## src/verilog/dsp_types_pkg.sv

```systemverilog
package dsp_types_pkg;

	localparam int LANES = 16;
	localparam int CAP_LANES = 4;

	typedef logic signed [15:0] sample_t;

	// complex sample, re in the upper half
	typedef struct packed {
		sample_t re;
		sample_t im;
	} iq_t;

	// everything the timing block hands to the datapath
	typedef struct packed {
		logic [15:0] phase;
		logic [1:0]  square;
		logic [11:0] ramp;
		logic [13:0] count;
		logic        run;
	} osc_t;

	// lane 0 sits in the low bits
	typedef logic [LANES-1:0][15:0] dac_word_t;
	typedef logic [CAP_LANES-1:0][15:0] cap_word_t;

endpackage
```

## src/verilog/dsp_regs_pkg.sv

```systemverilog
package dsp_regs_pkg;

	typedef enum logic [2:0] {
		DAC_SQUARE,
		DAC_PHASE,
		DAC_COS,
		DAC_SIN,
		DAC_RAMP,
		DAC_MIX_I,
		DAC_MIX_Q,
		DAC_ZERO
	} dac_sel_e;

	typedef enum logic [1:0] {
		CAP_ADC,
		CAP_COUNT,
		CAP_COS,
		CAP_SIN
	} cap_sel_e;

	typedef enum logic [1:0] {
		CAP_IDLE,
		CAP_FILL,
		CAP_LOCKED
	} cap_state_e;

	// host registers, all levels except cap_start
	typedef struct packed {
		logic [31:0]            freq;
		dsp_types_pkg::sample_t amp;
		dsp_types_pkg::sample_t step_re;
		dsp_types_pkg::sample_t step_im;
		logic [31:0]            test_period;
		dac_sel_e               dac_sel;
		cap_sel_e               cap_sel;
		logic                   cap_start;
	} dsp_regs_t;

endpackage

```

## src/verilog/output_select.sv

```systemverilog
`timescale 1ns/1ns

module output_select (
	input  logic                     dspif,
	input  logic                     arst_n,
	input  dsp_regs_pkg::dac_sel_e   dac_sel,
	input  dsp_regs_pkg::cap_sel_e   cap_sel,
	input  dsp_types_pkg::osc_t      osc,
	input  dsp_types_pkg::iq_t       cs,
	input  dsp_types_pkg::iq_t       mix,
	input  logic [63:0]              adc,
	output logic [255:0]             dac,
	output logic [63:0]              cap_data
);

	dsp_types_pkg::dac_word_t dac_next;
	dsp_types_pkg::dac_word_t dac_stage;
	dsp_types_pkg::cap_word_t cap_next;

	always_comb begin
		for (int k = 0; k < dsp_types_pkg::LANES; k++) begin
			case (dac_sel)
				dsp_regs_pkg::DAC_SQUARE: dac_next[k] = {osc.square[1], {15{osc.square[0]}}};
				dsp_regs_pkg::DAC_PHASE:  dac_next[k] = osc.phase;
				dsp_regs_pkg::DAC_COS:    dac_next[k] = cs.re;
				dsp_regs_pkg::DAC_SIN:    dac_next[k] = cs.im;
				// lane index in the low nibble
				dsp_regs_pkg::DAC_RAMP:   dac_next[k] = {osc.ramp, 4'(k)};
				dsp_regs_pkg::DAC_MIX_I:  dac_next[k] = mix.re;
				dsp_regs_pkg::DAC_MIX_Q:  dac_next[k] = mix.im;
				default:                  dac_next[k] = '0;
			endcase
		end
	end

	always_comb begin
		case (cap_sel)
			dsp_regs_pkg::CAP_ADC: begin
				cap_next = adc;
			end
			dsp_regs_pkg::CAP_COUNT: begin
				for (int k = 0; k < dsp_types_pkg::CAP_LANES; k++) begin
					cap_next[k] = {osc.count, 2'(k)};
				end
			end
			dsp_regs_pkg::CAP_COS: begin
				cap_next = {dsp_types_pkg::CAP_LANES{cs.re}};
			end
			default: begin
				cap_next = {dsp_types_pkg::CAP_LANES{cs.im}};
			end
		endcase
	end

	// dac gets an extra output stage, capture does not
	always_ff @(posedge dspif or negedge arst_n) begin
		if (!arst_n) begin
			dac_stage <= '0;
			dac       <= '0;
			cap_data  <= '0;
		end else begin
			dac_stage <= dac_next;
			dac       <= dac_stage;
			cap_data  <= cap_next;
		end
	end

endmodule

```

## config.mk

```make
export PLATFORM = sky130hd
export DESIGN_NAME = output_select
export DESIGN_NICKNAME = d
export VERILOG_FILES = /design/src/verilog/dsp_types_pkg.sv /design/src/verilog/dsp_regs_pkg.sv /design/src/verilog/output_select.sv
export SDC_FILE = /design/constraint.sdc
export NUM_CORES = 1
export LEC_CHECK = 0
export ABC_AREA = 1
export BUFFER_PORTS_ARGS = -buffer_cell sky130_fd_sc_hd__buf_2
export CAP_MARGIN = 20
export CORE_AREA = 2 2 196 198
export CTS_BUF_LIST = sky130_fd_sc_hd__clkbuf_4 sky130_fd_sc_hd__clkbuf_8
export DETAILED_ROUTE_END_ITERATION = 10
export DIE_AREA = 0 0 198 200
export GPL_TIMING_DRIVEN = 0
export SLEW_MARGIN = 0
export SYNTH_ARGS = -nofsm -noshare
export SYNTH_HDL_FRONTEND = slang
export SYNTH_SLANG_ARGS = --single-unit
```

## constraint.sdc

```tcl
create_clock -name dspif -period 1.6 [get_ports dspif]
set_input_delay 0.32 -clock dspif [delete_from_list [all_inputs] [get_ports dspif]]
set_output_delay 0.32 -clock dspif [all_outputs]
set_load 0.05 [all_outputs]
```

Word-level counts from Yosys, hierarchy flattened. Cells that the tools add are included.

Add/subtract/negate cells: 0. Reduce and logical (&&, ||, !) cells: 2. Equal/unequal tests: 8. $lt $le $gt $ge: 0. Muxes and demuxes: 17. Shift operators: 0. Bitwise logic cells: 0. $mul: 0. Divide/modulo/power cells: 0.

Operator list (count): $pmux W16 S7 (16); $pmux W64 S3 (1); $eq A3 B3 Y1 const B (3); $eq A3 B2 Y1 const B (2); $eq A3 B1 Y1 const B (1); $logic_not A3 Y1 (1); $eq A2 B1 Y1 const B (1); $eq A2 B2 Y1 const B (1); $logic_not A2 Y1 (1).

Input bits: 180. Memories kept: 0. Memory bits (read-only): 0. Bits in registers: 576. Latch bits: 0. Word-level logic and storage cells: 45. Bits in writable memories: 0.

Depth between registers and ports, before layout.
Depth after elaboration: 2. Mapped depth: 8.

Worst setup path after synthesis. No wires, ideal clock.

Path type: flip-flop to output port. Start: reg dac[244] (netlist name). End: out dac[100]. Path buffers: 1. Stages on the path, launching flop included: 2. Data arrival time: 1.134 ns. Path slack: 0.146 ns. Required time: 1.280 ns. Cell sequence: dfrtp_1 buf_4.

RTL lines: end: declaration (RTL line output_select.sv:12) `output logic [255:0] dac,`.

==> out/results.ini <==
[sta]
clock.fmax_mhz = 625
period_share = 1.00
postLayoutSetupSlackWorst_ns = -0.00120
final-setup-viol-count = 1
grt_setup_unrepaired = true
finalCriticalPeriod_ns = 1.60
whs_ns = 0.104
slew_headroom = 0.530
hold_viol = 0
skew_ns = 0.00693
finalSetupTns_ns = -0.00120
finalMaxSlewViolations = 0
worst_slew_pin_slew_ns = 0.704

[power]
leakagePower_nw = 6.54
powerDensity_nw_per_um2 = 1090
peakVddDrop_mv = 0.504

[yosys]
yosys-top-cells-area = dfrtp_1, buf_4, nand4_1, nand2_1, nor2_1
synth_cell_type_count = 17
avgSynthCellArea_um2 = 8.26
synth_top_area_share = 0.401
syn_nets = 966
yosysTopAreaCell = dfrtp_1
synth_warnings = 0
synth-seq-cells = 104
ys_seq_area_frac = 0.401
netlist_instances = 786
syn_area_um2 = 6490

[floorplan]
die_h_um = 200
start_util = 0.174
core-area_um2 = 37400
dieArea_um2 = 39600
num_io_pins = 500
die_w_um = 198
rows = 71

[min_path]
whs_path_depth = 3
holdCritPathClass = in2reg

[placed_design]
numPortBuffers = 495
dp_slack_ns = -0.152
dp_hpwl_mm = 24.2
place_area_um2 = 9640
gp_congestion = 0.888
dp_cells = 1793

[detailed_routing]
dr.pass1.iters = 5
wl_mm = 31.7
viasPerCell = 3.91
wire_per_inst_um = 17.3
ant_nets = 0
vias = 7174
drc_errors = 0
drt-initial-drc-count = 323

[final_layout]
synthToLayoutAreaGrowth_pct = 84.6
finish.instance_area_um2 = 12000
fill_cells = 3793
layout.nets = 1491
layout-drive-gt1-share = 0.627
stdcell_count = 1835

[cts]
cts_tree = yes
numCtsBuffers = 9
clkSinkCount = 104
cts_root_buf = clkbuf_8
clock_path_buffers = 2
insertion_delay_ns = 0.42
cts.clk_slew.worst_paths_ns = 0.10
htreeDepth = 3

[worst_setup_path]
r2r_cells = 0
worst-path-stages = 3
slowest_delay_ns = 0.44
critPathBufInv = 3
criticalPathCategory = reg2out
critPathTopFamily = flip-flops
cp_cell_sequence = buf_12 > buf_4 > buf_6
cp.arrival_ns = 1.28
critPathMaxFanout = 15
critPathSlowestCell = dfrtp_2
start_kind = flop
endpoint_kind = output pin
cp.required_ns = 1.28

[global_routing]
grt.overflow.total = 0
grt_usage = 0.150
antenna_found_initial = 8
grt_pass1_vias = 6967
grt_pass1_wl_mm = 43.2
grt_max_degree = 61

[status]
violations = negative setup slack
status = finished, violations left

[run]
drv_cap = 0

-- synthesized netlist by cell type, drive strengths merged --
cell and instances:
nand2 186, dfrtp 104, nor2 55, clkbuf 6, buf 266, clkinv 1
nand4 123, o21ai 4, nand3 14, inv 27
-- per-layer routing --
metal  global-route usage  wire [µm]
met4               0.0638        972
met2                0.266      16500
met3               0.0430       2510
met5                    0         30
met1                0.167      11700
-- what timing repair did --
item                                    4_1_cts  5_1_grt
endpoints found under the setup margin      252      241
hold buffers                                  1        0
buffers inserted                             17        0
endpoints found under the hold margin        44        0
gates resized for setup                     460      163
-- flip-flops by register name (all words and copies together), names as in the netlist --
register   cells
dac_stage     20
dac           20
cap_data      64
-- placed cells by master, fill, tap and decap left out, types with 12 or more instances in the layout --
cell type  synthesis  routed
dfrtp_1          104      84
nand4_1          123     123
nand2_1          186     186
buf_6              4     212
buf_8              0      56
nor2_1            51      51
dfrtp_2            0      20
inv_1             22      22
buf_2             16     264
nand3_1           12      12
buf_4            245     228
-- cells by family (layout without fill, tap and decap cells) --
logic type,Yosys count,count (layout),share of synthesized area
and+or+nand+nor,378,378,0.273
AOI/OAI and AO/OA,4,4,0.00308
buffers and inverters,300,830,0.323
DFF,104,104,0.401
other,0,8,0
-- final timing paths --
| kind | from | endpoint | slack [ns] |
|---|---|---|---|
| worst max-delay path | dac[254]$_DFF_PN0_ | dac[222] | -0.001 |
| worst min-delay path | adc[0] | cap_data[0]$_DFF_PN0_ | 0.10 |
| worst max register to register | dac_stage[15]$_DFF_PN0_ | dac[239]$_DFF_PN0_ | 1.06 |
| worst min register to register | dac_stage[115]$_DFF_PN0_ | dac[115]$_DFF_PN0_ | 0.36 |
| max in group asynchronous | arst_n | dac[253]$_DFF_PN0_ | 0.37 |
| min in group asynchronous | arst_n | cap_data[32]$_DFF_PN0_ | 0.46 |
-- report_power, final --
| group | internal [mW] | switching, mW |
|---|---|---|
| combinational | 3.06 | 5.02 |
| clock | 0.943 | 1.03 |
| sequential | 2.92 | 0.147 |
| total | 6.92 | 6.20 |
-- cell type report --
type                            count  area, µm²  share of cell area
Buffer                            272       2200               0.183
Clock buffer                       11        145              0.0121
Antenna cell                        8       20.0             0.00167
Inverter                           28        105             0.00877
Sequential cell                   104       2630               0.219
Clock inverter                      5       78.8             0.00658
Tap cell                          511        639              0.0533
Timing Repair Buffer              514       4380               0.365
Multi-Input combinational cell    382       1790               0.150
-- per-stage QoR --
stage	utilization	power, mW
after floorplan	-	8.09
after global placement	0.257	9.57
after detailed placement	0.258	9.62
after CTS	0.308	12.8
after global routing	0.320	13.6
final	0.321	13.1
Power figures use the tool's default switching activity.
