### config.mk
export PLATFORM = sky130hd
export DESIGN_NAME = capture_fsm
export DESIGN_NICKNAME = d
export VERILOG_FILES = /design/src/verilog/dsp_types_pkg.sv /design/src/verilog/dsp_regs_pkg.sv /design/src/verilog/capture_fsm.sv
export SDC_FILE = /design/constraint.sdc
export NUM_CORES = 1
export LEC_CHECK = 0
export BUFFER_PORTS_ARGS = -buffer_cell sky130_fd_sc_hd__buf_2
export CORE_MARGIN = 1
export CORE_UTILIZATION = 37
export DETAILED_ROUTE_END_ITERATION = 10
export HOLD_SLACK_MARGIN = 0.15
export SYNTH_ARGS = -nofsm -noshare
export SYNTH_HDL_FRONTEND = slang
export SYNTH_SLANG_ARGS = --single-unit
export TNS_END_PERCENT = 100
### constraint.sdc
create_clock -name dspif -period 1.8 [get_ports dspif]
set_clock_uncertainty 0.2 [all_clocks]
set_input_delay 0.09 -clock dspif [delete_from_list [all_inputs] [get_ports dspif]]
set_output_delay 0.09 -clock dspif [all_outputs]
set_load 0.05 [all_outputs]
### src/verilog/dsp_types_pkg.sv
package dsp_types_pkg;

	localparam int LANES = 16;
	localparam int CAP_LANES = 4;

	typedef logic signed [15:0] sample_t;

	// complex sample, re in the upper half
	typedef struct packed {
		sample_t re;
		sample_t im;
	} iq_t;

	// everything the timing block hands to the datapath
	typedef struct packed {
		logic [15:0] phase;
		logic [1:0]  square;
		logic [11:0] ramp;
		logic [13:0] count;
		logic        run;
	} osc_t;

	// lane 0 sits in the low bits
	typedef logic [LANES-1:0][15:0] dac_word_t;
	typedef logic [CAP_LANES-1:0][15:0] cap_word_t;

endpackage
### src/verilog/dsp_regs_pkg.sv
package dsp_regs_pkg;

	typedef enum logic [2:0] {
		DAC_SQUARE,
		DAC_PHASE,
		DAC_COS,
		DAC_SIN,
		DAC_RAMP,
		DAC_MIX_I,
		DAC_MIX_Q,
		DAC_ZERO
	} dac_sel_e;

	typedef enum logic [1:0] {
		CAP_ADC,
		CAP_COUNT,
		CAP_COS,
		CAP_SIN
	} cap_sel_e;

	typedef enum logic [1:0] {
		CAP_IDLE,
		CAP_FILL,
		CAP_LOCKED
	} cap_state_e;

	// host registers, all levels except cap_start
	typedef struct packed {
		logic [31:0]            freq;
		dsp_types_pkg::sample_t amp;
		dsp_types_pkg::sample_t step_re;
		dsp_types_pkg::sample_t step_im;
		logic [31:0]            test_period;
		dac_sel_e               dac_sel;
		cap_sel_e               cap_sel;
		logic                   cap_start;
	} dsp_regs_t;

endpackage

### src/verilog/capture_fsm.sv
`timescale 1ns/1ns

module capture_fsm #(
	parameter int ADDR_W = 13
) (
	input  logic              dspif,
	input  logic              arst_n,
	input  logic              start,
	output logic [ADDR_W-1:0] addr,
	output logic [7:0]        we
);

	dsp_regs_pkg::cap_state_e state;
	logic                     last;

	assign last = &addr;

	always_ff @(posedge dspif or negedge arst_n) begin
		if (!arst_n) begin
			state <= dsp_regs_pkg::CAP_IDLE;
			addr  <= '0;
		end else if (start) begin
			// restart from any state, even mid-fill
			state <= dsp_regs_pkg::CAP_FILL;
			addr  <= '0;
		end else begin
			case (state)
				dsp_regs_pkg::CAP_FILL: begin
					if (last) begin
						state <= dsp_regs_pkg::CAP_LOCKED;
					end else begin
						addr <= addr + ADDR_W'(1);
					end
				end
				default: begin
					state <= state;
				end
			endcase
		end
	end

	// write every byte lane while filling
	assign we = {8{state == dsp_regs_pkg::CAP_FILL}};

endmodule

* Yosys cells after proc, flatten, opt, wreduce, memory -nomap -nowiden
Cells that the tools add are included.
** Cells by class
- Add/sub/neg operators :: 1
- Equality and inequality tests :: 2
- Multiplexer cells :: 6
- Reductions and logical operators :: 5
** Operators with widths (number)
- 13-bit two-way mux :: 3
- 13-bit by 1-bit adder with 13-bit output (second input constant) :: 1
- 13-bit AND reduction :: 1
- 2-bit two-way mux :: 3
- 2-bit AND reduction :: 2
- 2-bit nonzero test :: 2
- 2-bit by 1-bit equality test with 1-bit output (second input constant) :: 1
- 2-bit inequality test (second input constant) :: 1
** Storage, ports and cells
- Register bits :: 15
- Input port bits :: 3
- Output and inout bits :: 21
- Logic and storage cells :: 16

* Longest topological paths before layout
- Depth after elaboration :: 4
- Depth in mapped cells :: 6
- Depth with buffers taken out :: 5

* Worst setup path before layout
OpenSTA, ideal clock, no wires.
- Path kind :: reg2reg
- From :: register addr[0]
- To :: register addr[10]
- Library setup time :: 0.077 ns
- Arrival time :: 2.049 ns
- Required time :: 1.523 ns
- Slack :: -0.527 ns
- Stages on the path, launching flop included :: 6
- Buffers on the path :: 0
- Period minus slack after synthesis :: 2.327 ns
- Cells stage by stage :: dfrtp_1 -> ha_1 -> nand2_1 -> or4_4 -> or3_1 -> a21oi_1
** On the way
- Longest elaborated chain between the ends :: 4
- Elaborated cells on any way between the ends :: 7
- Classes of those cells :: add/sub (1); eq/ne (1); mux (3); reduce/logical (2)
** Ends and longest elaborated chain
- from (decl) :: line capture_fsm.sv:9 : output logic [ADDR_W-1:0] addr,
- from (signal assigned) :: line capture_fsm.sv:32 : addr <= addr + ADDR_W'(1);
- 13-bit by 1-bit adder with 13-bit output :: line capture_fsm.sv:32
- 13-bit two-way mux :: line capture_fsm.sv:29 : if (last) begin
- 13-bit two-way mux :: line capture_fsm.sv:27 : case (state)
- 13-bit two-way mux :: line capture_fsm.sv:22 : end else if (start) begin
Parallel ways exist; a longest one is shown, timed or not. The select of a mux whose other input is x is not followed.
A chain may end at the register's enable or synchronous reset.

* Final worst setup path
- From :: register addr[1]
- To :: register addr[10]
The elaborated chain is that of the path after synthesis.

==> summary.md <==
| Metric | Value |
|---|---|
| Hold Vio Cnt, Final | `0` |
| Clock power share | `31.1%` |
| WP data required | `1.82 ns` |
| Minimum clock period after layout | `1.85 ns` |
| Worst-case clock buffer depth | `2` |
| Total gr overflow | `0` |
| Layout cell share with drive strength beyond 1 | `49.6%` |
| Worst skew pair latency | `0.28 ns` |
| Setup WS post-layout | `-0.0479 ns` |
| Setup TNS | `-0.0479 ns` |
| Routed Antenna Nets | `0` |
| Arr. time, crit path | `1.86 ns` |
| Hold WC Path Type | `reg2reg` |
| Sequential power share | `56.3%` |
| CP max FO | `4` |
| Initial antenna violation count | `0` |
| Yosys warning count | `0` |
| Fill cells | `201` |
| TritonCTS clock tree | `yes` |
| Port buffer count | `23` |
| Worst-margin pin slew | `0.379 ns` |
| DRT iter0 DRCs | `9` |
| Mapped Cells | `91` |
| Relative slew slack | `74.5%` |
| Wirelength per Cell | `12.4 um` |
| Post-Route WL | `1.91 mm` |
| Unique cell type count in the Yosys netlist | `32` |
| Number of non-filler instances in the completed layout | `154` |
| Gate power share | `12.6%` |
| # Post-CTS Setup Buffers | `0` |
| Number of max-cap violations | `0` |
| Placeable Area | `2040 um2` |
| Final Core Density | `55.9%` |
| Die height | `49.5 um` |
| Root Buffer | `clkbuf_4` |
| Violated checks | `negative setup slack` |
| Nets | `132` |
| #FFs+latches synth | `15` |
| Unrepaired setup endpoints after global routing | `true` |
| Die area | `2450 um2` |
| Final setup fails | `1` |
| Syn_nets | `95` |
| FMAX | `541 MHz` |
| Initial core utilization | `40.9%` |
| First-pass GRT wire length | `3.36 mm` |
| Chip width | `49.5 um` |
| Most frequent cells in the layout | `23 x buf_2, 15 x buf_4, 10 x dfrtp_2, 8 x o21ai_0, 8 x a21oi_1` |
| Drt pass-1 iters | `4` |
| DP Cell Count | `147` |
| Leakage dissipation | `0.000505 uW` |
| P_int | `457 uW` |
| Syn Area/Cell | `9.18 um2` |
| Commonest non-fill, non-tap cell in the layout | `buf_2` |
| Syn-to-layout area delta | `36.7%` |
| RD Place Congestion | `0.771` |
| Reg clk slew, reported paths | `0.09 ns` |
| Core Rows | `16` |
| Post-DP HPWL | `1.40 mm` |
| Net Sw Power | `162 uW` |
| GRT Util Overall | `17.7%` |
| CTS sink cnt | `15` |
| Max-slew violation count | `0` |
| Post-Syn Area | `836 um2` |
| Sw frac | `26.2%` |
| Seq/Total Area, Yosys | `44.9%` |
| # H-tree levels | `1` |
| Post-Route Hold Slack | `0.320 ns` |
| Critical path class | `reg2reg` |
| Pwr per Cell Area | `542 nW/um2` |
| I/O Pins | `24` |
| Worst setup SP type | `flip-flop` |
| Vias | `793` |
| Crit. End Element | `flip-flop` |
| Max rail drop VDD | `0.414 mV` |
| Vias in the first global route | `754` |
| # DRC | `0` |
| Final worst-path cycle share | `103%` |
| Largest net degree at the start of global routing | `17` |
| Outcome | `finished, violations left` |
| Antenna diode count | `0` |
| Vias per inst | `5.15` |
| CTS Buf Count | `3` |
| Setup WS pre-CTS | `-0.0475 ns` |
-- critical path: stages (launching register included) --
cell and delay, ns:
dfrtp_2 0.40, ha_4 0.16, nand2_4 0.06, or4_4 0.52
or3_4 0.34, a21oi_2 0.11
-- per-stage QoR --
step / total power [uW] / instance area [um2]
after floorplan: 397 / 872
after global placement: 427 / 1070
after detailed placement: 430 / 1070
after CTS: 628 / 1130
after global routing: 653 / 1140
final: 620 / 1140
-- kinds of logic (layout without fill, tap and decap cells) --
kind of cell / count (synthesis) / after routing / share of synthesized area (%)
adder cells (fa/ha/maj): 1 / 1 / 1.50
flip-flops: 15 / 15 / 44.9
XOR/XNOR: 1 / 1 / 1.05
buffers and inverters: 13 / 49 / 9.13
AND/OR/NAND/NOR: 35 / 35 / 24.9
AO/OA/AOI/OAI: 25 / 25 / 17.4
multiplexers: 1 / 1 / 1.20
-- registers in the layout (all words and copies together) (netlist names) --
| name | flops |
|---|---|
| addr | 13 |
| state | 2 |
-- cell usage after synthesis (all sizes together) --
cell type / count / share of area [%]
a211oi: 1 / 0.90
a21oi: 9 / 5.4
a31o: 2 / 2.1
a31oi: 2 / 1.5
and2: 2 / 1.5
and3: 2 / 1.6
and4: 1 / 1.0
buf: 8 / 6.9
clkbuf: 1 / 0.45
dfrtp: 15 / 45
ha: 1 / 1.5
inv: 4 / 1.8
mux2i: 1 / 1.2
nand2: 2 / 0.90
nand2b: 3 / 2.5
nand3: 6 / 4.2
nand4: 3 / 2.2
nor2: 6 / 2.7
nor3: 1 / 0.60
nor4: 2 / 1.5
o21a: 1 / 0.90
o21ai: 8 / 4.8
o22ai: 1 / 0.75
o41ai: 1 / 1.0
or3: 6 / 4.6
or4: 1 / 1.3
xor2: 1 / 1.0
-- final cells by class --
cell class                      count  area, um2  area share [%]
Clock buffer                        4       26.3            2.30
Inverter                            4       18.8            1.64
Multi-Input combinational cell     63        418            36.6
Sequential cell                    15        388            34.0
Tap cell                           27       33.8            2.96
Timing Repair Buffer               41        258            22.6
-- layer usage --
layer  routed length [um]  GRT usage [%]
met1                  961           25.7
met2                  878           27.5
met3                   58           1.85
met4                    9           5.71
met5                    0              0
-- power by group through the flow --
stage          Sequential, uW  Combinational [uW]  Clock [uW]
6_report                  349                78.3         193
5_1_grt                   349                86.1         218
4_1_cts                   349                80.1         199
3_5_place_dp              355                75.0           0
3_3_place_gp              355                72.5           0
2_1_floorplan             379                18.3           0
-- repair_timing --
item | 4_1_cts | 5_1_grt
endpoints found under the hold margin | 30 | 15
resized for setup | 1 | 2
pin swaps | 1 | 1
endpoints found under the setup margin | 1 | 17
hold buffers | 3 | 1
-- worst paths after layout --
check | end | cells after the start | from | slack (ns)
worst max-delay path | addr[10] | 5 | addr[1] | -0.05
worst min-delay path | state[1] | 2 | state[1] | 0.32
worst max register to register | addr[10] | 5 | addr[1] | -0.05
min in group asynchronous | addr[5] | 3 | arst_n | 0.56
max in group asynchronous | addr[7] | 3 | arst_n | 0.57
worst min register to register | state[1] | 2 | state[1] | 0.32
No activity file was read; power rests on OpenSTA's default activity.
