### config.mk
export PLATFORM = sky130hd
export DESIGN_NAME = phase_accumulator
export DESIGN_NICKNAME = d
export VERILOG_FILES = /design/src/verilog/dsp_types_pkg.sv /design/src/verilog/phase_accumulator.sv
export SDC_FILE = /design/constraint.sdc
export NUM_CORES = 1
export LEC_CHECK = 0
export ABC_CLOCK_PERIOD_IN_PS = 2680
export BUFFER_PORTS_ARGS = -buffer_cell sky130_fd_sc_hd__buf_2
export CAP_MARGIN = 20
export CORE_ASPECT_RATIO = 1.25
export CORE_MARGIN = 2
export CORE_UTILIZATION = 56
export DETAILED_ROUTE_END_ITERATION = 6
export PLACE_DENSITY = 0.81
export SLEW_MARGIN = 20
export SYNTH_ARGS = -nofsm -noshare
export SYNTH_HDL_FRONTEND = slang
export SYNTH_SLANG_ARGS = --single-unit
### constraint.sdc
create_clock -name dspif -period 2.68 [get_ports dspif]
set_clock_uncertainty 0.2 [all_clocks]
set_input_delay 0.134 -clock dspif [delete_from_list [all_inputs] [get_ports dspif]]
set_output_delay 0.134 -clock dspif [all_outputs]
set_load 0.005 [all_outputs]
### src/verilog/dsp_types_pkg.sv
package dsp_types_pkg;

	localparam int LANES = 16;
	localparam int CAP_LANES = 4;

	typedef logic signed [15:0] sample_t;

	// complex sample, re in the upper half
	typedef struct packed {
		sample_t re;
		sample_t im;
	} iq_t;

	// everything the timing block hands to the datapath
	typedef struct packed {
		logic [15:0] phase;
		logic [1:0]  square;
		logic [11:0] ramp;
		logic [13:0] count;
		logic        run;
	} osc_t;

	// lane 0 sits in the low bits
	typedef logic [LANES-1:0][15:0] dac_word_t;
	typedef logic [CAP_LANES-1:0][15:0] cap_word_t;

endpackage
### src/verilog/phase_accumulator.sv
`timescale 1ns/1ns

module phase_accumulator (
	input  logic                dspif,
	input  logic                arst_n,
	input  logic [31:0]         freq,
	input  logic [31:0]         test_period,
	output dsp_types_pkg::osc_t osc
);

	logic [31:0] phase_acc;
	logic [31:0] period_cnt;
	logic [1:0]  square;
	logic [11:0] ramp;
	logic [13:0] count;
	logic        run;

	always_ff @(posedge dspif or negedge arst_n) begin
		if (!arst_n) begin
			phase_acc  <= '0;
			period_cnt <= '0;
			square     <= '0;
			ramp       <= '0;
			count      <= '0;
			run        <= 1'b0;
		end else begin
			phase_acc <= phase_acc + freq;
			// reload at zero, so one square step per test_period+1 cycles
			if (period_cnt == '0) begin
				period_cnt <= test_period;
				square     <= square + 2'd1;
			end else begin
				period_cnt <= period_cnt - 32'd1;
			end
			ramp  <= ramp + 12'd1;
			count <= count + 14'd1;
			run   <= 1'b1;
		end
	end

	always_comb begin
		osc.phase  = phase_acc[31:16];
		osc.square = square;
		osc.ramp   = ramp;
		osc.count  = count;
		osc.run    = run;
	end

endmodule

; ---- Yosys cells after proc, flatten, opt, wreduce, memory -nomap -nowiden
; Index checks and enable logic that the tools add are counted.
[word_totals]
regBits = 93
latch_bits = 0
ramBits = 0
mem_bits_ro = 0
inputBits = 66
out_inout_bits = 45
n_memories = 0
[classes]
addsub = 5
n_mul = 0
div_mod_pow = 0
magnitude_cmp = 0
eq_ne = 0
n_shift = 0
muxes = 1
n_bitwise = 0
reduce_logical = 1
[op_table]
columns = op, n
row1 = $add A32 B32 Y32, 1
row2 = $logic_not A32 Y1, 1
row3 = $mux W32, 1
row4 = $sub A32 B1 Y32 const B, 1
row5 = $add A14 B1 Y14 const B, 1
row6 = $add A12 B1 Y12 const B, 1
row7 = $add A2 B1 Y2 const B, 1

; ---- Logic depth before layout (Yosys ltp)
[logic_depth]
depth_word = 2
mapped_depth = 10
mapped_depth_nobuf = 8

; ---- Least setup slack after synthesis
; Ideal clock, no wire load.
[synth_timing]
path_type = register to register
start = register period_cnt[12]
end = register period_cnt[29]
setup_ns = 0.087
arrival_ns = 2.183
path_slack_ns = 0.210
path_stages_with_launch = 7
synth_period_minus_slack_ns = 2.470
cell_sequence = dfrtp_1 -> or4_4 -> or3_4 -> nor3_4 -> nand2_2 -> or4b_1 -> o211ai_1
[synth_via]
elab_chain_len = 2
word_cells_on_any_way = 3
[synth_lines]
columns = item, line
row1 = from (decl), phase_accumulator.sv:12  ; logic [31:0] period_cnt;
row2 = from (signal assigned), phase_accumulator.sv:30  ; period_cnt <= test_period;
row3 = from (signal assigned), phase_accumulator.sv:33  ; period_cnt <= period_cnt - 32'd1;
row4 = $sub A32 B1 Y32 / $logic_not A32 Y1 (equally long branches), "phase_accumulator.sv:33, phase_accumulator.sv:29"
row5 = $mux W32 *, phase_accumulator.sv:29  ; if (period_cnt == '0) begin
; Mark *: on every way between the ends. The rest lies on a longest branch, timed or not.
; A chain may end at the register's enable or synchronous reset.

; ---- Worst setup path in the final report
[layout_timing]
start = register phase_acc[0]
end = register phase_acc[30]
[layout_via]
elab_chain_len = 1
[layout_lines]
columns = item, line
row1 = from (decl), phase_accumulator.sv:11  ; logic [31:0] phase_acc;
row2 = from (signal assigned), phase_accumulator.sv:27  ; phase_acc <= phase_acc + freq;
row3 = $add A32 B32 Y32, phase_accumulator.sv:27
; No other way between the ends.

==> impl_metrics.ini <==
[global_route]
grt_pass1_wl_um = 22600
antenna_found_initial = 0
grt_pass1_vias = 4926
grt_usage = 0.2599
grt_start_max_net_pins = 50
gr-total-overflow = 0

[setup_path]
worstRegToRegCells = 8
path_buf_inv = 0
worst_ep_arrival_time_ns = 2.59
r2r-end = phase_acc[30]$_DFF_PN0_
critPathRequiredTime_ns = 2.71
reg2reg_from = phase_acc[0]$_DFF_PN0_
cp_max_fo = 3
crit_family = compound AO/OA/AOI/OAI gates
cp_cell_sequence = ha_1 -> fa_1 -> a21o_1 -> a31oi_4 -> or4_4 -> a211oi_2 -> o211a_1 -> a2111oi_4
critical_path_class = reg2reg
start_kind = register
worst_path_max_delay_cell = fa_1
ff2ff_setup_slack_ns = 0.12
end_kind = register
slowest_delay_ns = 0.41

[route]
wl_per_cell_um = 15.74
vias = 5065
drt-initial-drc-count = 290
wl_um = 13970
drc_errors = 0
ant_nets = 0
vias_per_cell = 5.710
firstDrtPassIters = 5

[pwr]
power_density_nw_per_um2 = 937.9
finalPower_uw = 6687
pwr-share-comb = 0.511
peakVddDrop_uv = 667.0
p_sw_uw = 2739
clockPowerShare = 0.187
p_seq_frac = 0.302
leakage_uw = 0.003306
swShare = 0.4095
p_int_uw = 3948

[place]
place.gp.congestion = 0.9079
dp.cells = 833
hpwl_um = 9873
port_buffers = 110

[floorplan]
start_util = 0.5674
coreArea_um2 = 10000
die_area_um2 = 10960
die_y_um = 116.6
rows = 41
die_x_um = 94.05
ios = 111

[clock_network]
cts.sinks = 93
cts-htree-levels = 3
cts.clk_slew.worst_paths_ns = 0.07
cts_tree = built
clk_latency_ns = 0.34
cts_made_buffers = 9
clock_path_buffers = 2
clockRootBuffer = clkbuf_16

[timing]
finalSetupViolations = 0
fin_tns_setup_ns = 0
clock.fmax_mhz = 391.0
drv_slew = 0
worst_pin_slew_ns = 0.6019
min_period_ns = 2.557
slew_headroom = 0.5987
rsz0062_at_grt = false
hold_violations = 0
finalCritPeriodShare = 0.9542

[min_path]
hp-class = in2reg
holdPathEnd = phase_acc[26]$_DFF_PN0_
hold_start = freq[26]
holdPathStages = 3

[synth]
netlist_top_cells_area = dfrtp_1 (41%), ha_1 (7.7%), xnor2_1 (7.7%), a21oi_1 (5.5%), xor2_1 (4.2%)
syn-instance-count = 608
syn_area_per_cell_um2 = 9.335
async_flop_share = 1.000
seq_area_frac_synth = 0.4101
ys_ff_latch = 93
ys_warn_count = 0
synth_edf_count = 0
synth_top_cell_by_area = dfrtp_1
yosysUniqueCellTypes = 62
yosys.area.top_type_share = 0.4101
synth_area_um2 = 5675
synthFlopType = dfrtp_1
syn_nets = 710

[finish]
fin_cells = 887
finalNetCount = 855
syn_to_final_growth_pct = 25.62
antenna_cells = 0
multiInputGateArea_um2 = 3120
drive_gt1_frac = 0.2322
register_area_um2 = 2327
fill_cells = 745

[run_status]
status = completed

[flow_run]
cap_violations = 0
-- final cells by class --
type	instances	area share
Clock inverter	7	0.009477
Clock buffer	9	0.03159
Tap cell	129	0.02264
Sequential cell	93	0.3264
Multi-Input combinational cell	457	0.4377
Timing Repair Buffer	173	0.1622
Inverter	19	0.01000
-- cells in the final DEF, fill, tap and decap left out, drive strengths merged, types with 4 or more instances in the layout --
master / instances
a31oi: 5
a211oi: 5
xor2: 27
or3: 4
and3: 11
nor2: 56
dfrtp: 93
nand4: 15
clkinv: 4
o31ai: 9
nand2: 45
or4: 4
buf: 136
or2: 4
o21ai: 19
nand2b: 4
inv: 22
a2111oi: 4
a21oi: 62
dlygate4sd3: 37
xnor2: 50
ha: 35
nor3: 20
nand3: 20
o211ai: 7
nor4: 10
clkbuf: 9
-- worst reg2reg max path, delay by kind of cell (launching register included) --
family / cells / cell delay [ns]
AOI/OAI and AO/OA: 5 / 1.05
adders and majority gates: 2 / 0.63
DFF: 1 / 0.37
and+or+nand+nor: 1 / 0.19
-- state kept, by name, summed over array words and instances, names as in the netlist --
name / count
period_cnt: 32
phase_acc: 32
count: 14
ramp: 12
square: 2
run: 1
-- how the worst max path moves through the flow --
| stage | end | cells after the start | start |
|---|---|---|---|
| floorplan | period_cnt[29]$_DFF_PN0_ | 6 | period_cnt[12]$_DFF_PN0_ |
| global placement | phase_acc[30]$_DFF_PN0_ | 8 | phase_acc[0]$_DFF_PN0_ |
| detailed placement | phase_acc[30]$_DFF_PN0_ | 8 | phase_acc[0]$_DFF_PN0_ |
| CTS | phase_acc[30]$_DFF_PN0_ | 7 | phase_acc[21]$_DFF_PN0_ |
| global route | phase_acc[30]$_DFF_PN0_ | 8 | phase_acc[0]$_DFF_PN0_ |
| finish | phase_acc[30]$_DFF_PN0_ | 8 | phase_acc[0]$_DFF_PN0_ |
-- stage by stage --
step	setup slack, ns	hold WS, ns	area, um^2	utilization
2_1_floorplan	0.2102	-0.3616	5675	-
3_3_place_gp	0.03679	-0.01910	6392	0.6390
3_5_place_dp	-0.08670	-0.01455	6392	0.6390
4_1_cts	0.02484	0.01895	7086	0.7083
5_1_grt	0.0007365	0.05335	7129	0.7127
6_report	0.1227	0.02690	7129	0.7127
-- cell usage after synthesis (15+ instances only) --
| library cell | count |
|---|---|
| xnor2_1 | 50 |
| clkbuf_1 | 20 |
| nand3_1 | 20 |
| o21ai_0 | 15 |
| dfrtp_1 | 93 |
| xor2_1 | 27 |
| buf_4 | 17 |
| ha_1 | 35 |
| nand2_1 | 44 |
| a21oi_1 | 62 |
| nor3_1 | 18 |
| nor2_1 | 56 |
| inv_1 | 19 |
-- routing by layer --
metal | track usage | routed length, um | up-vias
met5 | 0 | 0 | -
met4 | 0.1111 | 442 | 0
met3 | 0.04516 | 617 | 38
met2 | 0.4590 | 7233 | 159
met1 | 0.3122 | 5672 | 2422
li1 | - | - | 2446
-- cell families (layout without fill, tap and decap cells) --
logic type	after synthesis	count (layout)	synth area share
simple gates	206	206	0.1889
fa+ha+maj	36	36	0.08069
other cells	1	1	0.0006607
compound gates	137	137	0.1486
buf+inv	58	208	0.05225
flops	93	93	0.4101
xor+xnor	77	77	0.1188
-- power groups by stage --
stage	Clock, uW	Combinational, uW	Sequential [uW]
2_1_floorplan	0	2410	1970
5_1_grt	1340	3770	2050
3_5_place_dp	0	3170	2040
6_report	1250	3420	2020
4_1_cts	1280	3300	2010
3_3_place_gp	0	3070	2000
-- repair_timing --
action / CTS / global route
buffers inserted: 0 / 1
resized for setup: 6 / 8
hold buffers: 37 / 0
hold endpoints to repair: 80 / 0
pin swaps: 1 / 1
endpoints found under the setup margin: 2 / 7
Power figures use the tool's default switching activity.
