<file path="src/verilog/dsp_types_pkg.sv">
package dsp_types_pkg;

	localparam int LANES = 16;
	localparam int CAP_LANES = 4;

	typedef logic signed [15:0] sample_t;

	// complex sample, re in the upper half
	typedef struct packed {
		sample_t re;
		sample_t im;
	} iq_t;

	// everything the timing block hands to the datapath
	typedef struct packed {
		logic [15:0] phase;
		logic [1:0]  square;
		logic [11:0] ramp;
		logic [13:0] count;
		logic        run;
	} osc_t;

	// lane 0 sits in the low bits
	typedef logic [LANES-1:0][15:0] dac_word_t;
	typedef logic [CAP_LANES-1:0][15:0] cap_word_t;

endpackage
</file>
<file path="src/verilog/complex_mixer.sv">
`timescale 1ns/1ns

module complex_mixer (
	input  logic               dspif,
	input  logic               arst_n,
	input  dsp_types_pkg::iq_t x,
	input  dsp_types_pkg::iq_t y,
	output dsp_types_pkg::iq_t z
);

	logic signed [31:0] rr;
	logic signed [31:0] ii;
	logic signed [31:0] ri;
	logic signed [31:0] ir;
	logic signed [32:0] re_sum;
	logic signed [32:0] im_sum;

	assign re_sum = 33'(rr) - 33'(ii);
	assign im_sum = 33'(ri) + 33'(ir);

	always_ff @(posedge dspif or negedge arst_n) begin
		if (!arst_n) begin
			rr <= '0;
			ii <= '0;
			ri <= '0;
			ir <= '0;
			z  <= '0;
		end else begin
			rr <= x.re * y.re;
			ii <= x.im * y.im;
			ri <= x.re * y.im;
			ir <= x.im * y.re;
			// q15 step, drop the doubled sign bit
			z.re <= re_sum[30:15];
			z.im <= im_sum[30:15];
		end
	end

endmodule

</file>
<file path="config.mk">
export PLATFORM = sky130hd
export DESIGN_NAME = complex_mixer
export DESIGN_NICKNAME = d
export VERILOG_FILES = /design/src/verilog/dsp_types_pkg.sv /design/src/verilog/complex_mixer.sv
export SDC_FILE = /design/constraint.sdc
export NUM_CORES = 2
export LEC_CHECK = 0
export BUFFER_PORTS_ARGS = -buffer_cell sky130_fd_sc_hd__buf_4
export CELL_PAD_IN_SITES_DETAIL_PLACEMENT = 0
export CELL_PAD_IN_SITES_GLOBAL_PLACEMENT = 2
export CORE_MARGIN = 2
export CORE_UTILIZATION = 43
export CTS_BUF_LIST = sky130_fd_sc_hd__clkbuf_4 sky130_fd_sc_hd__clkbuf_8 sky130_fd_sc_hd__clkbuf_16
export DETAILED_ROUTE_END_ITERATION = 16
export GPL_TIMING_DRIVEN = 0
export PLACE_DENSITY = 0.85
export SYNTH_ARGS = -nofsm -noshare
export SYNTH_HDL_FRONTEND = slang
export SYNTH_SLANG_ARGS = --single-unit
</file>
<file path="constraint.sdc">
create_clock -name dspif -period 2.97 [get_ports dspif]
set_clock_uncertainty 0.2 [all_clocks]
set_input_delay 0.1485 -clock dspif [delete_from_list [all_inputs] [get_ports dspif]]
set_output_delay 0.1485 -clock dspif [all_outputs]
set_load 0.005 [all_outputs]
</file>
# ---- Word level (Yosys, flattened, before mapping)
# Cells that the tools add are included.
dict set report classes {
  addsub 2
  multipliers 4
}
# cell count
set ops {}
lappend ops {{multiplier 16 x 16 -> 31 bit} 4}
lappend ops {{adder 31 bit} 1}
lappend ops {{subtractor 31 bit} 1}
dict set report totals {
  register_bits 156
  output_inout_bits 32
}

# ---- Longest topological paths before layout
dict set report logic_depth {
  depth_word 1
  mapped_depth 25
  mapped_depth_nobuf 23
}

# ---- Least setup slack after synthesis
# No wires, ideal clock.
dict set report synth_path {
  path_type {input port to flip-flop}
  from {input port x[15] (netlist name)}
  to {register ii[27]}
  arrival_time_ns 5.868
  path_slack_ns -3.186
  path_stages 19
  setup_time_ns 0.087
  path_buffers 2
  required_time_ns 2.683
  cell_sequence {clkbuf_1 > clkbuf_1 > nand2_1 > inv_1 > fa_1 > inv_1 > fa_1 > inv_1 > fa_1 > fa_1 > fa_1 > fa_1 > ha_1 > a21o_1 > a21oi_1 > nand3b_1 > o21ai_0 > or4b_2 > o211ai_1}
}
dict set report synth_between {
  elab_chain_len 1
}
# item line_no
set synth_lines {}
lappend synth_lines {{from (decl)} complex_mixer.sv:6} ;# input dsp_types_pkg::iq_t x,
lappend synth_lines {{multiplier 16 x 16 -> 31 bit} complex_mixer.sv:30} ;# ii <= x.im * y.im;
lappend synth_lines {{to (signal assigned)} complex_mixer.sv:30}
lappend synth_lines {{to (decl)} complex_mixer.sv:12} ;# logic signed [31:0] ii;
# Every way passes these cells.

# ---- Final worst setup path
dict set report layout_path {
  from {input port x[27] (netlist name)}
  to {register rr[29]}
}
dict set report layout_between {
  elab_chain_len 1
}
# item line_no
set layout_lines {}
lappend layout_lines {{multiplier 16 x 16 -> 31 bit} complex_mixer.sv:29} ;# rr <= x.re * y.re;
lappend layout_lines {{to (signal assigned)} complex_mixer.sv:29}
lappend layout_lines {{to (decl)} complex_mixer.sv:11} ;# logic signed [31:0] rr;
# Every way passes these cells.

==> Flow_metrics.wiki <==
{| class="wikitable"
! Metric !! Value
|-
| Result of the run || finished with violations
|-
| Violations in the final reports || setup timing
|-
| Ranking of synthesized cells by area || fa_1 46%, ha_1 11%, inv_1 9.8%
|-
| Number of DRC markers after the initial detailed-route iteration || 3057
|-
| Biggest area consumer among synthesized cells || fa_1
|-
| Area of all placed cells without fillers || 55700 um2
|-
| Commonest cells after routing, fill and taps aside || 1104 x inv_1, 986 x fa_1, 510 x nand2_1, 410 x and2_1, 297 x ha_1
|-
| Area growth from synthesis to final layout || 25.7%
|-
| Maximum number of buffers from clock root to sink || 2
|-
| Final worst setup slack || -2.78 ns
|-
| GRT met2 Usage || 0.444
|-
| Type of the worst setup path || input port to flop
|-
| Complex-gate fraction of the synthesized area || 0.0530
|-
| Instance area after placement || 48700 um2
|-
| Area fraction in and, or, nand and nor cells after synthesis || 0.141
|-
| Worst hold slack across all endpoints || 0.0330 ns
|-
| DRC violation count after routing || 0
|-
| Via count of the first global-routing pass || 34750
|-
| Vias after detailed routing || 33646
|-
| Final ANT Viol Nets || 0
|-
| Number of antenna violations at the first check in global routing || 19
|-
| TritonCTS clock tree || done
|-
| Number of buffers added by the clock tree synthesis step || 17
|-
| Mean Syn Cell Area || 9.41 um2
|-
| Starting density of the core || 0.434
|-
| Final-stage net count || 6544
|-
| Proportion of synthesized flip-flops having asynchronous set or reset || 1.00
|-
| Maximum level of the CTS H-tree || 4
|-
| Share of the clock period used by the worst path after layout || 1.94
|-
| Number of register bits inferred by synthesis || 156
|-
| RD Place Congestion || 0.988
|-
| Met3 global-route usage || 0.0680
|-
| Vias/cell || 5.20
|-
| Endpoint type of the worst setup path || flop
|-
| Final core utilization || 0.546
|-
| Largest family of logic cells by synthesized area || adder cells
|-
| Post-synthesis adder-cell area fraction || 0.569
|-
| Num ports || 98
|-
| Largest stage delay on the critical path || 0.52 ns
|-
| Predominant post-synthesis flop cell || dfrtp_1
|-
| Number of filler cells placed in the layout || 9269
|-
| Leading cell type in the layout, fill and taps excluded || inv_1
|-
| Fraction of layout cells with a size suffix above 1 || 0.210
|-
| Share of the synthesized netlist area taken by xor and xnor gates || 0.0342
|-
| Number of max-capacitance violations reported || 0
|-
| Global routing's busiest layer || met2
|-
| Max Freq || 174 MHz
|-
| Die Wd || 325 um
|-
| Overall global routing resource usage || 0.298
|-
| CP cell instances || buf_6 -> clkbuf_8 -> nand2_1 -> fa_1 -> fa_1 -> fa_1 -> inv_1 -> fa_1 -> fa_1 -> inv_1 -> fa_1 -> inv_2 -> ha_4 -> o2111a_1 -> a211o_4 -> a221o_1 -> a311oi_2 -> nor2_2 -> a211o_1 -> a21oi_2 -> xnor2_1
|-
| CORE AREA || 102000 um2
|-
| Routed wire length || 153000 um
|-
| Post-route minimum period || 5.75 ns
|-
| Mux contribution to synthesized area || 0
|-
| Post-synth design cell area || 44300 um2
|-
| Crit path launch type || input port
|-
| Count of flip-flops with a built-in enable after synthesis || 0
|-
| Relative slew margins || 0.397
|-
| Post-synthesis instance total || 4711
|-
| Share of synthesized area occupied by flip-flops and latches || 0.0881
|-
| First-pass detailed-route iteration total || 6
|-
| Count of cell types in the netlist || 63
|-
| Detailed-placement wirelength estimate || 117000 um
|-
| Cell at the root of the clock tree || clkbuf_16
|-
| Floorplan row count || 117
|-
| Worst min-delay path category || input port to flop
|-
| Reg2Reg Setup Slack || 0.06 ns
|-
| Met1 usage in global routing || 0.421
|-
| Port Buffer Count || 95
|-
| Area of the die || 106000 um2
|-
| Routed WL per cell || 23.7 um
|-
| Setup repair after global routing missed its margin || yes
|-
| Worst-margin pin slew || 0.904 ns
|-
| Overall overflow remaining after global route || 0
|-
| Pin count of the biggest net entering global routing || 94
|-
| Number of pins exceeding their max-slew limit in the final report || 0
|-
| Worst-path cell with the longest stage delay || fa_1
|-
| Setup_tns || -189.73 ns
|-
| Clock transition at path regs || 0.07 ns
|-
| Buffers plus inverters on the worst setup path || 5
|-
| CP dominant cell by count || fa_1
|-
| Yosys synthesis warning count || 0
|-
| Mapped Nets || 6179
|-
| Clock sinks || 156
|-
| Arrival time at the worst endpoint || 5.98 ns
|-
| Endpoints failing hold || 0
|-
| Critical path peak fanout || 10
|-
| Floorplan die height || 325 um
|-
| Area fraction of the dominant cell type after synthesis || 0.462
|-
| Worst path required time || 3.20 ns
|-
| Endpoints failing setup || 100
|-
| Clock latency reported for the late side of the worst-skew pair || 0.50 ns
|-
| Global-route wire length before repair || 227000 um
|-
| Cell family contributing the most delay on the critical path || adder cells
|}
-- flip-flops by register name, summed over array words and instances (netlist names) --
name  count
ir       31
ri       31
ii       31
rr       31
z        32
-- per-stage QoR --
stage          worst slack, ns  cells
4_1_cts                  -2.67   6410
2_1_floorplan            -2.70   4711
3_3_place_gp             -4.15   6174
3_5_place_dp             -4.15   6175
6_report                 -2.78   6468
5_1_grt                  -2.91   6459
-- tightest hold or removal path, stage by stage --
cell and delay, ns:
buf_4 0.12, and2_1 0.16, ha_1 0.13, ha_1 0.13
-- cells by family (layout without fill, tap and decap cells) --
kind of cell	count (synthesis)	count (layout)
AND/OR/NAND/NOR	1265	1265
XOR/XNOR	173	173
flip-flops	156	156
AO/OA/AOI/OAI	361	361
adder cells (fa/ha/maj)	1402	1402
other	0	11
buffers and inverters	1354	1732
-- repair_timing --
item | CTS | global route
hold endpoints to repair | 161 | 0
setup buffers | 190 | 55
pin swaps | 190 | 132
resized for setup | 669 | 201
cloned | 9 | 0
hold buffers | 8 | 0
endpoints found under the setup margin | 126 | 120
-- path summary, 6_finish.rpt --
path                             startpoint               end  cells after the start
hold / removal                         y[0]   ii[2]$_DFF_PN0_                      4
hold reg to reg            rr[30]$_DFF_PN0_   z[31]$_DFF_PN0_                      2
setup reg to reg            ir[5]$_DFF_PN0_   z[15]$_DFF_PN0_                     10
max in group asynchronous            arst_n  rr[22]$_DFF_PN0_                      4
min in group asynchronous            arst_n  ir[16]$_DFF_PN0_                      3
setup / recovery                      x[27]  rr[29]$_DFF_PN0_                     21
-- layer usage --
| metal | vias to the layer above | share of wire |
|---|---|---|
| li1 | 14563 | - |
| met1 | 17512 | 0.42 |
| met2 | 1326 | 0.44 |
| met3 | 233 | 0.092 |
| met4 | 12 | 0.046 |
| met5 | - | 0.00057 |
-- Yosys cell counts (4+ instances only) --
library cell  instances
nor3_1               22
o21bai_1             10
a2111oi_0             6
clkbuf_1            195
nand4_1               9
dfrtp_1             156
xnor2_1             142
and4_1                4
a21boi_0              5
inv_1              1156
nand3_1              20
nor2_1              120
or2_2                 6
o211ai_1             11
a211oi_1             20
a211o_1               4
o21ai_0              74
o21a_1               27
a21o_1               47
a41oi_1               4
a31oi_1               7
fa_1               1024
nor2b_1              12
nand2b_1             33
or3_1                 6
and2_1              480
and3_1               11
nand2_1             534
ha_1                378
a21oi_1             103
xor2_1               31
-- area by class of cell --
class	count	area [um2]	area share
antenna	11	27.5	0.000494
clock inverter	11	133	0.00238
multi-input combinational	3201	38300	0.687
clock buffer	21	474	0.00851
tap	1368	1710	0.0307
sequential	156	3900	0.0701
buffer	196	3370	0.0605
timing repair buffer	348	3440	0.0618
inverter	1156	4350	0.0781
Power is left out: the tool's default activity adds up to more than one toggle a clock period on the data nets, which glitch-free logic cannot reach.
