===== src/verilog/dsp_types_pkg.sv =====
package dsp_types_pkg;

	localparam int LANES = 16;
	localparam int CAP_LANES = 4;

	typedef logic signed [15:0] sample_t;

	// complex sample, re in the upper half
	typedef struct packed {
		sample_t re;
		sample_t im;
	} iq_t;

	// everything the timing block hands to the datapath
	typedef struct packed {
		logic [15:0] phase;
		logic [1:0]  square;
		logic [11:0] ramp;
		logic [13:0] count;
		logic        run;
	} osc_t;

	// lane 0 sits in the low bits
	typedef logic [LANES-1:0][15:0] dac_word_t;
	typedef logic [CAP_LANES-1:0][15:0] cap_word_t;

endpackage

===== src/verilog/cordic_rotator.sv =====
`timescale 1ns/1ns

module cordic_rotator #(
	parameter int WIDTH = 16,
	parameter int NSTAGE = 16
) (
	input  logic                   dspif,
	input  logic                   arst_n,
	input  dsp_types_pkg::sample_t amp,
	input  logic [15:0]            phase,
	input  logic                   run,
	output dsp_types_pkg::iq_t     cs,
	output logic                   cs_valid
);

	// two guard bits for the cordic gain
	localparam int XW = WIDTH + 2;
	// 16-bit turn plus 4 fraction bits
	localparam int ZW = 20;

	// atan(2^-i) in units of 2^-20 turn, good for up to 16 stages
	localparam int ATAN_LUT [16] = '{
		131072, 77376, 40884, 20753, 10417, 5213, 2607, 1304,
		652, 326, 163, 81, 41, 20, 10, 5
	};

	logic signed [XW-1:0] x [NSTAGE+1];
	logic signed [XW-1:0] y [NSTAGE+1];
	logic signed [ZW-1:0] z [NSTAGE+1];
	logic [NSTAGE:0]      run_d;
	logic                 flip;

	function automatic dsp_types_pkg::sample_t sat(input logic signed [XW-1:0] v);
		logic [XW-WIDTH:0] top;
		top = v[XW-1:WIDTH-1];
		if (top == '0 || top == '1) begin
			sat = v[WIDTH-1:0];
		end else if (v[XW-1]) begin
			sat = {1'b1, {(WIDTH-1){1'b0}}};
		end else begin
			sat = {1'b0, {(WIDTH-1){1'b1}}};
		end
	endfunction

	// second and third quadrant
	assign flip = phase[15] ^ phase[14];

	always_ff @(posedge dspif or negedge arst_n) begin
		if (!arst_n) begin
			for (int i = 0; i <= NSTAGE; i++) begin
				x[i] <= '0;
				y[i] <= '0;
				z[i] <= '0;
			end
		end else begin
			// fold by 180 degrees so the residual angle stays within +-90
			x[0] <= flip ? -XW'(amp) : XW'(amp);
			y[0] <= '0;
			z[0] <= {phase[15] ^ flip, phase[14:0], 4'b0000};
			for (int i = 0; i < NSTAGE; i++) begin
				if (z[i][ZW-1]) begin
					x[i+1] <= x[i] + (y[i] >>> i);
					y[i+1] <= y[i] - (x[i] >>> i);
					z[i+1] <= z[i] + ZW'(ATAN_LUT[i]);
				end else begin
					x[i+1] <= x[i] - (y[i] >>> i);
					y[i+1] <= y[i] + (x[i] >>> i);
					z[i+1] <= z[i] - ZW'(ATAN_LUT[i]);
				end
			end
		end
	end

	// run walks beside the data, one flag per stage
	always_ff @(posedge dspif or negedge arst_n) begin
		if (!arst_n) begin
			run_d <= '0;
		end else begin
			run_d <= {run_d[NSTAGE-1:0], run};
		end
	end

	assign cs.re    = sat(x[NSTAGE]);
	assign cs.im    = sat(y[NSTAGE]);
	assign cs_valid = run_d[NSTAGE];

endmodule


===== config.mk =====
export PLATFORM = sky130hd
export DESIGN_NAME = cordic_rotator
export DESIGN_NICKNAME = d
export VERILOG_FILES = /design/src/verilog/dsp_types_pkg.sv /design/src/verilog/cordic_rotator.sv
export SDC_FILE = /design/constraint.sdc
export NUM_CORES = 2
export LEC_CHECK = 0
export BUFFER_PORTS_ARGS = -buffer_cell sky130_fd_sc_hd__buf_2
export CORE_UTILIZATION = 50
export DETAILED_ROUTE_END_ITERATION = 12
export PLACE_DENSITY_LB_ADDON = 0.05
export SLEW_MARGIN = 20
export SYNTH_ARGS = -nofsm -noshare
export SYNTH_HDL_FRONTEND = slang
export SYNTH_SLANG_ARGS = --single-unit

===== constraint.sdc =====
create_clock -name dspif -period 6.83 [get_ports dspif]
set_clock_uncertainty 0.2 [all_clocks]
set_input_delay 0 -clock dspif [delete_from_list [all_inputs] [get_ports dspif]]
set_output_delay 0 -clock dspif [all_outputs]
set_load 0.02 [all_outputs]

=== After elaboration in Yosys (flattened, before gate mapping) ===
Index checks and enable logic that the tools add are counted.

* Reductions and logical operators: 4
* Shifts and indexed selects: 0
* Multiply operators: 0
* Bitwise gates (word level): 2
* Equal/unequal tests: 2
* $lt $le $gt $ge: 0
* Div/mod/pow operators: 0
* Add/sub/neg operators: 92
* Muxes and demuxes: 51

{| class="wikitable"
|+ Operators by type and width
! operator !! count
|-
| $mux 18 || 32
|-
| $mux 20 || 15
|-
| $mux 16 || 4
|-
| $add 18x10->18 || 2
|-
| $add 18x11->18 || 2
|-
| $add 18x12->18 || 2
|-
| $add 18x13->18 || 2
|-
| $add 18x14->18 || 2
|-
| $add 18x15->18 || 2
|-
| $add 18x16->18 || 2
|-
| $add 18x17->18 || 2
|-
| $add 18x3->18 || 2
|-
| $add 18x4->18 || 2
|-
| $add 18x5->18 || 2
|-
| $add 18x6->18 || 2
|-
| $add 18x7->18 || 2
|-
| $add 18x8->18 || 2
|-
| $add 18x9->18 || 2
|-
| $sub 18x10->18 || 2
|-
| $sub 18x11->18 || 2
|-
| $sub 18x12->18 || 2
|-
| $sub 18x13->18 || 2
|-
| $sub 18x14->18 || 2
|-
| $sub 18x15->18 || 2
|-
| 45 further kinds || 58
|}

* Input port bits: 35
* Latch bits: 0
* ROM bits: 0
* Output and inout port bits: 33
* Register bits after elaboration: 927
* Memory bits (writable): 0
* Memories: 0

=== Depth between registers and ports, before layout ===
* Depth in word-level cells: 3
* Gate-level depth with buffers: 16
* Mapped depth without buffers: 16

=== Least setup slack after synthesis ===
OpenSTA, ideal clock, no wires.

* Path kind: register to register
* Start: reg z[139] in the netlist's numbering
* End: reg x[107] in the netlist's numbering
* Data arrival time: 3.316 ns
* Stages on the path, launching flop included: 12
* Slack: 3.188 ns
* Cells stage by stage: dfrtp_1 inv_1 clkbuf_1 nand2_1 xnor2_1 ha_1 a2111oi_0 o21ai_0 a311oi_1 o31a_1 a21oi_1 a311o_1

* Cells in the longest elaborated chain, start to end: 1

{| class="wikitable"
|+ RTL lines
! element !! line !! RTL
|-
| from (decl) || cordic_rotator.sv:29 || <nowiki>logic signed [ZW-1:0] z [NSTAGE+1];</nowiki>
|-
| from (signal, indexed assignment) || cordic_rotator.sv:64 || <nowiki>z[i+1] <= z[i] + ZW'(ATAN_LUT[i]);</nowiki>
|-
| from (signal, indexed assignment) || cordic_rotator.sv:68 || <nowiki>z[i+1] <= z[i] - ZW'(ATAN_LUT[i]);</nowiki>
|-
| $mux 18 || cordic_rotator.sv:61 || <nowiki>if (z[i][ZW-1]) begin</nowiki>
|-
| to (signal, indexed assignment) || cordic_rotator.sv:62 || <nowiki>x[i+1] <= x[i] + (y[i] >>> i);</nowiki>
|-
| to (signal, indexed assignment) || cordic_rotator.sv:66 || <nowiki>x[i+1] <= x[i] - (y[i] >>> i);</nowiki>
|-
| to (decl) || cordic_rotator.sv:27 || <nowiki>logic signed [XW-1:0] x [NSTAGE+1];</nowiki>
|}

Every way passes these cells.

=== Final worst setup path ===
* Start: reg z[79] in the netlist's numbering
* End: reg x[52] in the netlist's numbering

Same word-level chain as after synthesis.

==> out/metrics.yaml <==
outcome: "completed"
remaining_drc_errors: 0
tritoncts: "done"
cts_num_sinks: 894
drv_cap: 0
holdCritPathClass: "in -> reg"
multi_input_comb_area_um2: 40100
wl_per_cell_um: 17.4
netlist.area_leader.share_pct: 34.8
fraction_of_layout_instances_using_a_drive_strength_above_1_pct: 4.94
finalHoldViolations: 0
ant_nets: 0
minimum_period_implied_by_the_final_worst_setup_slack_ns: 4.12
grt_overflow_total: 0
cts_htree_levels: 3
ys_top_cells_by_count: "sky130_fd_sc_hd__dfrtp_1, sky130_fd_sc_hd__ha_1, sky130_fd_sc_hd__a21oi_1"
ff_latch_area_um2: 22400
post_route_fraction_of_the_period_consumed_by_the_critical_path_pct: 60.4
fmax_ghz: 0.243
max_slew_headroom_at_the_worst_pin_pct: 29.4
tightest_slew_ns: 1.05
global_route_usage_over_all_layers_pct: 23.7
clock_buffer_count_from_cts: 101
worst_r2r_startpoint: "z[79]$_DFF_PN0_"
yosysWarnings: 0
synth_top_area_cell: "sky130_fd_sc_hd__dfrtp_1"
ordered_cell_list_for_the_critical_path: "inv_1 -> nand2_1 -> a21boi_0 -> ha_1 -> a21o_1 -> a21o_1 -> a2111oi_0 -> o31ai_1 -> a31o_2 -> a21oi_1 -> xnor2_1"
synth-async-reset-ratio_pct: 100
critical_path.max_fanout: 27
wirelength_um: 154000
hold-path-endpoint: "x[294]$_DFF_PN0_"
post_synth_instance_area_um2: 64300
layout-area-overhead-vs-synth_pct: 10.7
wire_length_of_the_first_global_routing_pass_um: 253000
synth-seq-cells: 894
synth_most_common_cell: "sky130_fd_sc_hd__dfrtp_1"
timing.final.setup_violations: 0
number_of_standard_cells_after_synthesis: 6867
synth_seq_area_share_pct: 34.8
worst-r2r-setup-slack_ns: 2.71
via_count: 49900
critical_path_required_ns: 7.25
clk_path_buf_depth: 3
start_util_pct: 50.4
postSynth.topFlopCell: "sky130_fd_sc_hd__dfrtp_1"
hpwl_um: 120000
synth_cell_types: 84
destination_of_the_worst_register_to_register_timing_path: "x[52]$_DFF_PN0_"
vias_in_the_first_global_route: 49700
post_cts.resized_instances: 0
horizontal_extent_of_the_die_um: 361
nFillCells: 11400
viasPerCell: 5.66
drv_slew: 0
crit_start_category: "register"
critPathMostFrequentCell: "sky130_fd_sc_hd__a21o_1"
cells_on_worst_hold_path: 5
synth_edf_count: 0
cts.clk_slew.worst_paths_ns: 0.06
worst_r2r_path_depth: 11
fp.dieH_um: 361
hold_path_start: "amp[5]"
io_pins: 68
area_inside_the_core_boundary_um2: 128000
place.gp.congestion: 0.869
synth_area_per_cell_um2: 9.36
critical_path.slowest_cell: "sky130_fd_sc_hd__inv_1"
antenna_violations_before_repair: 4
clk_latency_ns: 0.71
die_outline_area_um2: 130000
initialDrtViolationCount: 2685
fin_nets: 7955
slowest_delay_ns: 0.75
tns_ns: 0
total_number_of_placement_rows: 131
net_count_after_synthesis: 7759
worstSetupEndpointType: "register"
critPathKind: "reg -> reg"
drt_pass1_iterations: 6
cts_root_buf: "sky130_fd_sc_hd__clkbuf_16"
io_buffers: 67
timing.critical_path.arrival_ns: 4.54
synth_area_leaders: "sky130_fd_sc_hd__dfrtp_1, sky130_fd_sc_hd__ha_1, sky130_fd_sc_hd__xnor2_1"
maximum_number_of_pins_on_one_net_before_global_route_repair: 172
unrepaired_setup_endpoints_after_global_routing: "false"
==> metal layers <==
metal / share of wire, % / vias to the layer above / track usage, % / routed length (µm)
met5: 0 / - / 0 / 0
met4: 2.5 / 0 / 7.24 / 3880
met3: 2.8 / 215 / 2.20 / 4230
met2: 49 / 700 / 41.6 / 75400
met1: 46 / 23900 / 30.7 / 70200
li1: - / 25100 / - / -
==> through the flow <==
stage | cells | setup WS (ns) | hold WS [ns] | util [%] | area (µm²)
global placement | 8539 | 2.83 | -0.138 | 52.3 | 66600
detailed placement | 8539 | 2.68 | -0.131 | 52.3 | 66600
global route | 8811 | 2.34 | 0.132 | 55.8 | 71100
finish | 8811 | 2.71 | 0.102 | 55.8 | 71100
CTS | 8809 | 2.68 | 0.00531 | 55.8 | 71100
floorplan | 6867 | 3.19 | -0.496 | - | 64300
==> timing repair <==
item                                   CTS  global route
hold buffers                            83             0
endpoints found under the hold margin  893             0
setup buffers                            0             0
==> critical path, delay by kind of cell, from the launching register on <==
family	cells	cell delay [ns]
AOI/OAI and AO/OA	7	1.87
xor gates and xnor gates	1	0.14
adders and majority gates	1	0.38
buffers and inverters	1	0.75
DFF	1	0.59
and+or+nand+nor	1	0.10
==> state kept, by name, indices dropped and copies added (netlist names) <==
name	flops
x	305
y	288
z	284
run_d	17
==> area by class of cell <==
class                   count  share of cell area, %
multi-input cells        5494                   56.4
flip-flops and latches    894                   31.4
clock buffers             134                   4.01
well taps                1662                   2.92
inverters                 395                   2.08
repair buffers            177                   2.03
clock inverters            53                   1.10
diodes                      2                0.00704
==> cell families (layout without fill, tap and decap cells) <==
kind of cell / count (synthesis) / in the layout / synth area share (%)
other: 1 / 3 / 0.00583
adder cells (fa/ha/maj): 857 / 857 / 17.2
buffers and inverters: 479 / 759 / 2.80
multiplexers: 65 / 65 / 1.05
AND/OR/NAND/NOR: 1741 / 1741 / 13.0
XOR/XNOR: 877 / 877 / 11.9
flip-flops: 894 / 894 / 34.8
AO/OA/AOI/OAI: 1953 / 1953 / 19.1
==> worst max path at each step <==
stage	slack, ns	to	start
3_5_place_dp	2.68	x[52]$_DFF_PN0_	z[79]$_DFF_PN0_
2_1_floorplan	3.19	x[107]$_DFF_PN0_	z[139]$_DFF_PN0_
3_3_place_gp	2.83	x[52]$_DFF_PN0_	z[79]$_DFF_PN0_
6_report	2.71	x[52]$_DFF_PN0_	z[79]$_DFF_PN0_
5_1_grt	2.34	x[52]$_DFF_PN0_	z[79]$_DFF_PN0_
4_1_cts	2.68	x[52]$_DFF_PN0_	z[79]$_DFF_PN0_
==> cells in the final DEF, fill, tap and decap left out, types with 51 or more instances in the layout <==
cell type,n
sky130_fd_sc_hd__dfrtp_1,894
sky130_fd_sc_hd__ha_1,813
sky130_fd_sc_hd__a21oi_1,688
sky130_fd_sc_hd__nor2_1,616
sky130_fd_sc_hd__xnor2_1,602
sky130_fd_sc_hd__inv_1,394
sky130_fd_sc_hd__o21ai_0,356
sky130_fd_sc_hd__nand2_1,318
sky130_fd_sc_hd__xor2_1,275
sky130_fd_sc_hd__a21o_1,214
sky130_fd_sc_hd__nor3_1,206
sky130_fd_sc_hd__o21a_1,120
sky130_fd_sc_hd__clkbuf_16,103
sky130_fd_sc_hd__nand3_1,101
sky130_fd_sc_hd__o21bai_1,91
sky130_fd_sc_hd__nor2b_1,85
sky130_fd_sc_hd__dlygate4sd3_1,82
sky130_fd_sc_hd__a31oi_1,79
sky130_fd_sc_hd__nand2b_1,78
sky130_fd_sc_hd__a211oi_1,69
sky130_fd_sc_hd__buf_2,66
sky130_fd_sc_hd__or3_1,52
sky130_fd_sc_hd__nand4_1,51
Power is left out: the tool's default activity adds up to more than one toggle a clock period on the data nets, which glitch-free logic cannot reach.
